### src/design/cache_params.svh
`ifndef CACHE_PARAMS_SVH
`define CACHE_PARAMS_SVH

// Bank split
`define CACHE_NUM_BANKS 2
`define CACHE_BANK_BITS 1

// Word geometry
`define CACHE_WORD_W 32
`define CACHE_WORD_BYTES 4

// Line geometry
`define CACHE_WORDS_PER_LINE 4
`define CACHE_WSEL_BITS 2
`define CACHE_LINE_W 128
`define CACHE_LINE_BYTES 16
`define CACHE_LINES_PER_BANK 8
`define CACHE_INDEX_BITS 3

// Address and tag widths
`define CACHE_ADDR_W 16
`define CACHE_TAG_BITS 10
`define CACHE_MEM_ADDR_W 14
`define CACHE_CORE_TAG_W 4

`endif
### src/design/cache_pkg.sv
`include "cache_params.svh"

package cache_pkg;

    typedef logic [`CACHE_NUM_BANKS-1:0] bank_mask_t;
    typedef logic [`CACHE_BANK_BITS-1:0] bank_id_t;
    typedef logic [`CACHE_LINE_W-1:0] line_t;

    // Core word address with high bits first
    typedef struct packed {
        logic [`CACHE_TAG_BITS-1:0]   tag;
        logic [`CACHE_INDEX_BITS-1:0] index;
        bank_id_t                     bank;
        logic [`CACHE_WSEL_BITS-1:0]  wsel;
    } addr_fields_t;

    typedef struct packed {
        logic                          rw;
        logic [`CACHE_ADDR_W-1:0]      addr;
        logic [`CACHE_WORD_BYTES-1:0]  byteen;
        logic [`CACHE_WORD_W-1:0]      data;
        logic [`CACHE_CORE_TAG_W-1:0]  tag;
    } core_req_t;

    typedef struct packed {
        logic [`CACHE_WORD_W-1:0]      data;
        logic [`CACHE_CORE_TAG_W-1:0]  tag;
    } core_rsp_t;

    // Bank bit dropped since the bank number implies it
    typedef struct packed {
        logic                          rw;
        logic [`CACHE_TAG_BITS-1:0]    line_tag;
        logic [`CACHE_INDEX_BITS-1:0]  index;
        logic [`CACHE_WSEL_BITS-1:0]   wsel;
        logic [`CACHE_WORD_BYTES-1:0]  byteen;
        logic [`CACHE_WORD_W-1:0]      data;
        logic [`CACHE_CORE_TAG_W-1:0]  core_tag;
    } bank_req_t;

    typedef struct packed {
        logic                          rw;
        logic [`CACHE_MEM_ADDR_W-1:0]  addr;
        logic [`CACHE_LINE_BYTES-1:0]  byteen;
        line_t                         data;
        bank_id_t                      tag;
    } mem_req_t;

    typedef struct packed {
        line_t                         data;
        bank_id_t                      tag;
    } mem_rsp_t;

endpackage

### src/design/cache_bank.sv
`include "cache_params.svh"

module cache_bank #(
    parameter int BANK_ID = 0
) (
    input  logic                      clk,
    input  logic                      reset,

    input  logic                      req_valid,
    input  cache_pkg::bank_req_t      req,
    output logic                      req_ready,

    output logic                      rsp_valid,
    output cache_pkg::core_rsp_t      rsp,
    input  logic                      rsp_ready,

    output logic                      mem_req_valid,
    output cache_pkg::mem_req_t       mem_req,
    input  logic                      mem_req_ready,

    input  logic                      fill_valid,
    input  logic [`CACHE_LINE_W-1:0]  fill_data,
    output logic                      fill_ready
);

    typedef enum logic {
        ST_IDLE,
        ST_MISS
    } state_t;

    logic [`CACHE_LINES_PER_BANK-1:0] valid_q;
    logic [`CACHE_TAG_BITS-1:0]       tag_mem [`CACHE_LINES_PER_BANK];
    logic [`CACHE_LINE_W-1:0]         data_mem [`CACHE_LINES_PER_BANK];
    state_t                           state_q;
    cache_pkg::bank_req_t             miss_req_q;

    logic                             hit;
    logic                             req_fire;
    logic                             fill_fire;
    logic [`CACHE_LINE_W-1:0]         hit_line;
    logic [`CACHE_LINE_BYTES-1:0]     wt_byteen;
    logic [`CACHE_LINE_W-1:0]         wt_data;
    logic [`CACHE_LINE_W-1:0]         merged_line;
    logic [`CACHE_MEM_ADDR_W-1:0]     req_line_addr;

    ////////////////////////////////////////////////////////////////////////////
    // Lookup

    assign hit_line = data_mem[req.index];
    assign hit      = valid_q[req.index] && (tag_mem[req.index] == req.line_tag);

    // Both output registers must be free or draining
    assign req_ready = (state_q == ST_IDLE)
                    && (!rsp_valid || rsp_ready)
                    && (!mem_req_valid || mem_req_ready);
    assign req_fire  = req_valid && req_ready;

    assign fill_ready = (state_q == ST_MISS);
    assign fill_fire  = fill_valid && fill_ready;

    assign req_line_addr = {req.line_tag, req.index, cache_pkg::bank_id_t'(BANK_ID)};

    // Write word placed at its slot in the line
    always_comb begin
        wt_byteen = '0;
        wt_data   = '0;
        wt_byteen[req.wsel * `CACHE_WORD_BYTES +: `CACHE_WORD_BYTES] = req.byteen;
        wt_data[req.wsel * `CACHE_WORD_W +: `CACHE_WORD_W]           = req.data;
    end

    always_comb begin
        merged_line = hit_line;
        for (int b = 0; b < `CACHE_LINE_BYTES; b++) begin
            if (wt_byteen[b]) begin
                merged_line[b * 8 +: 8] = wt_data[b * 8 +: 8];
            end
        end
    end

    ////////////////////////////////////////////////////////////////////////////
    // Control

    always_ff @(posedge clk) begin
        if (reset) begin
            state_q       <= ST_IDLE;
            valid_q       <= '0;
            rsp_valid     <= 1'b0;
            mem_req_valid <= 1'b0;
        end else begin
            if (rsp_valid && rsp_ready) begin
                rsp_valid <= 1'b0;
            end
            if (mem_req_valid && mem_req_ready) begin
                mem_req_valid <= 1'b0;
            end
            if (req_fire) begin
                if (!req.rw && hit) begin
                    rsp_valid <= 1'b1;
                end else begin
                    mem_req_valid <= 1'b1;
                end
                if (!req.rw && !hit) begin
                    state_q <= ST_MISS;
                end
            end
            if (fill_fire) begin
                valid_q[miss_req_q.index] <= 1'b1;
                rsp_valid                 <= 1'b1;
                state_q                   <= ST_IDLE;
            end
        end
    end

    ////////////////////////////////////////////////////////////////////////////
    // Storage and output payload

    always_ff @(posedge clk) begin
        if (req_fire) begin
            if (!req.rw && hit) begin
                rsp.data <= hit_line[req.wsel * `CACHE_WORD_W +: `CACHE_WORD_W];
                rsp.tag  <= req.core_tag;
            end
            if (req.rw || !hit) begin
                mem_req.rw     <= req.rw;
                mem_req.addr   <= req_line_addr;
                mem_req.byteen <= req.rw ? wt_byteen : '0;
                mem_req.data   <= wt_data;
                mem_req.tag    <= cache_pkg::bank_id_t'(BANK_ID);
            end
            if (!req.rw && !hit) begin
                miss_req_q <= req;
            end
            // Write hit keeps the line coherent with memory
            if (req.rw && hit) begin
                data_mem[req.index] <= merged_line;
            end
        end
        if (fill_fire) begin
            data_mem[miss_req_q.index] <= fill_data;
            tag_mem[miss_req_q.index]  <= miss_req_q.line_tag;
            rsp.data <= fill_data[miss_req_q.wsel * `CACHE_WORD_W +: `CACHE_WORD_W];
            rsp.tag  <= miss_req_q.core_tag;
        end
    end

endmodule

### config.mk
export PLATFORM = sky130hd
export DESIGN_NAME = cache_bank
export DESIGN_NICKNAME = d
export VERILOG_FILES = /design/src/design/cache_pkg.sv /design/src/design/cache_bank.sv
export VERILOG_INCLUDE_DIRS = /design/src /design/src/design
export SDC_FILE = /design/constraint.sdc
export NUM_CORES = 1
export LEC_CHECK = 0
export BUFFER_PORTS_ARGS = -buffer_cell sky130_fd_sc_hd__buf_4
export CORE_ASPECT_RATIO = 1.2
export CORE_MARGIN = 2
export CORE_UTILIZATION = 35
export CTS_CLUSTER_DIAMETER = 40
export DETAILED_ROUTE_END_ITERATION = 10
export GPL_TIMING_DRIVEN = 0
export PLACE_DENSITY_LB_ADDON = 0.05
export SLEW_MARGIN = 20
export SYNTH_ARGS = -nofsm -noshare
export SYNTH_HDL_FRONTEND = slang
export SYNTH_SLANG_ARGS = --single-unit
### constraint.sdc
create_clock -name clk -period 16.7 [get_ports clk]
set_input_delay 1.67 -clock clk [delete_from_list [all_inputs] [get_ports clk]]
set_output_delay 1.67 -clock clk [all_outputs]
set_load 0.005 [all_outputs]
==> metrics.yaml <==
run_status:
  status: "finished clean"
cts:
  clk_pin_slew_ns: 0.05
  worstSkewPairLatency_ns: 0.81
  post_cts_buffers: 0
  cts_resized: 0
  cts_root_buffer: "clkbuf_16"
  cts_tree: "yes"
  cts-buffers-inserted: 178
  clock-sinks: 1328
  htree_levels: 4
  postCtsHoldBufs: 0
  clockBufferDepth: 3
floorplanning:
  die_h_um: 434
  initial_core_util_pct: 35.3
  row_count: 157
  io_pins: 390
  core_area_um2: 153000
  die_w_um: 362
  die_area_um2: 157000
timing:
  setup_viol: 0
  hold_viol_final: 0
  max_slew_margin_pct: 14.1
  fin_setup_tns_ns: 0
  slew_viol_final: 0
  period_needed_ns: 6.56
  clock.fmax_ghz: 0.152
  worstMarginPinSlew_ns: 1.29
  period_share_pct: 39.3
  skew_ns: 0.0284
  rsz0062_at_grt: "no"
yosys:
  synth.area.top_cells: "edfxtp_1 (73%), mux4_2 (14%), mux2i_1 (3.0%)"
  seq_area_frac_synth_pct: 73.7
  post-synth-top-area-cell: "edfxtp_1"
  synth_area_um2: 53900
  yosysWarnings: 0
  synthTopCellsByCount: "edfxtp_1 (1317), mux4_2 (334), nor2_1 (265)"
  synth_edf_count: 1317
  synth_seq_cells: 1328
  yosysMostFrequentCell: "edfxtp_1"
  synth-async-reset-ratio_pct: 0
  synth_cells: 2837
  synth_top_area_share_pct: 73.3
  syn_area_per_cell_um2: 19.0
  synth_cell_types: 45
  synthFlopType: "edfxtp_1"
critical_path:
  r2r_end: "data_mem[5][68]$_DFFE_PP_"
  r2r_cells: 12
  max_stage_delay_ns: 0.68
  endpoint_kind: "register"
  rr_startpoint: "tag_mem[2][4]$_DFFE_PP_"
  path_delay_family: "buffers and inverters"
  crit_path_max_fanout: 11
  arrival_ns: 7.06
  cp_slowest_cell: "a21oi_1"
  r2r_slack_ns: 12.17
  worstPathRequired_ns: 17.19
  crit_chain: "buf_4 -> buf_2 -> inv_1 -> clkbuf_1 -> ha_1 -> clkbuf_1 -> nand3_1 -> nor2_1 -> clkbuf_2 -> nand2_1 -> clkbuf_1 -> nand2_1 -> o21ai_0 -> a21oi_1"
  crit_buf_inv: 7
  path_class: "in -> reg"
  startpoint_type: "primary input"
  crit_top_cell: "clkbuf_1"
global_route:
  grt_use_met3_pct: 5.89
  busiest_layer: "met2"
  antenna_found_initial: 17
  grt_util_met1_pct: 34.8
  grt_pass1_vias: 32400
  grt.overflow.total: 0
  grt_usage_pct: 26.1
  use_met2_pct: 42.5
  grt_pass1_wl_um: 276000
  grt_max_degree: 24
final_layout:
  instances_no_fill: 5637
  final_layout_size_suffix_gt1_share_pct: 34.7
  final_area_um2: 68000
  syn_to_final_growth_pct: 26.1
  multiInputGateArea_um2: 13500
  fillers: 13300
  ff_latch_area_um2: 39800
  nNetsFinal: 3698
placement:
  placed_area_um2: 61800
  dp.final_hpwl_um: 149000
  port_buffers: 385
  place_inst: 5311
  gp_congestion: 0.806
worst_hold_path:
  holdPathStages: 2
  hold_path_end: "valid_q[6]$_SDFFE_PP0P_"
  min_path_type: "reg -> reg"
  hold_start: "valid_q[6]$_SDFFE_PP0P_"
power:
  leakagePower_nw: 23.5
  ir_drop_uv: 118
  powerDensity_nw_per_um2: 124
routing:
  wl_per_cell_um: 36.4
  vias: 31900
  drcViolationCount: 0
  dr.first_iter.drc_count: 3462
  viasPerCell: 5.66
  drt-total-wl_um: 205000
  drtAntennaViolNets: 0
  drt-pass1-iter-count: 5
flow_run:
  cap_violations: 0
-- kinds of logic (layout without fill, tap and decap cells) --
family / count (synthesis) / in the layout / share of synthesized area [%]
flops: 1328 / 1328 / 73.7
simple gates: 526 / 526 / 4.27
mux: 519 / 519 / 17.4
compound gates: 281 / 281 / 2.82
buf+inv: 170 / 981 / 1.50
xor+xnor: 8 / 8 / 0.130
fa+ha+maj: 4 / 4 / 0.0928
other cells: 1 / 3 / 0.00695
-- worst register-to-register path: stages, from the launching register on --
cell and delay, ns:
edfxtp_1 0.38, mux4_2 0.46, mux2i_1 0.18, xor2_1 0.23
o221ai_1 0.25, nor4_4 0.57, a21oi_1 0.44, nor2_4 0.69
buf_12 0.27, buf_16 0.19, buf_16 0.19, buf_16 0.19
buf_8 0.19
-- cell type report --
type | count | share of cell area [%]
Timing Repair Buffer | 486 | 7.59
Sequential cell | 1328 | 58.5
Antenna cell | 1 | 0.00368
Clock buffer | 195 | 6.89
Clock inverter | 130 | 2.27
Multi-Input combinational cell | 1340 | 19.8
Buffer | 165 | 1.26
Tap cell | 1987 | 3.66
Inverter | 5 | 0.0276
-- through the flow --
| stage | setup WS [ns] | power (W) | hold slack [ns] | util [%] |
|---|---|---|---|---|
| after detailed placement | 9.27 | 0.00451 | 0.459 | 40.4 |
| after global placement | -1.48 | 0.00450 | 0.444 | 38.8 |
| after floorplan | 4.44 | 0.00416 | 0.435 | - |
| final | 10.14 | 0.00842 | 0.468 | 44.5 |
| after global routing | 9.97 | 0.00864 | 0.490 | 44.5 |
| after CTS | 10.10 | 0.00848 | 0.471 | 44.5 |
-- layout by cell type (no fill, tap or decap), drive strengths merged, types with 26 or more instances in the layout --
cell type and count:
a21oi 155, nor2 265, bufinv 26, edfxtp 1317
mux2i 163, mux4 334, nand2 131, o21ai 76
buf 556, clkinv 62, clkbuf 290, inv 29
and2 82
-- report_power, final --
group          leakage, nW  switching (W)  internal [W]
clock network         3.00        0.00153       0.00245
logic                 8.39       0.000419      0.000238
registers             12.1      0.0000156       0.00377
total                 23.5        0.00196       0.00646
-- registers in the layout, indices dropped and copies added (netlist names), 8 cells and up --
| signal | flops |
|---|---|
| data_mem | 1024 |
| miss_req_q | 19 |
| mem_req | 158 |
| tag_mem | 80 |
| rsp | 36 |
| valid_q | 8 |
-- routing by layer --
| metal | vias up | part of all wire (%) |
|---|---|---|
| met2 | 1554 | 48 |
| met4 | 4 | 3.1 |
| met1 | 17200 | 41 |
| met3 | 297 | 8.0 |
| li1 | 12800 | - |
| met5 | - | 0.013 |
-- worst max-delay path by stage --
stage	startpoint	end	cells past startpoint
2_1_floorplan	req[42]	mem_req[100]$_DFFE_PP_	9
3_3_place_gp	req[42]	mem_req[5]$_DFFE_PP_	9
3_5_place_dp	req[40]	data_mem[4][95]$_DFFE_PP_	14
4_1_cts	req[40]	data_mem[0][95]$_DFFE_PP_	14
5_1_grt	req[40]	data_mem[0][95]$_DFFE_PP_	14
6_report	req[40]	data_mem[0][95]$_DFFE_PP_	14
No activity file was read; power rests on OpenSTA's default activity.
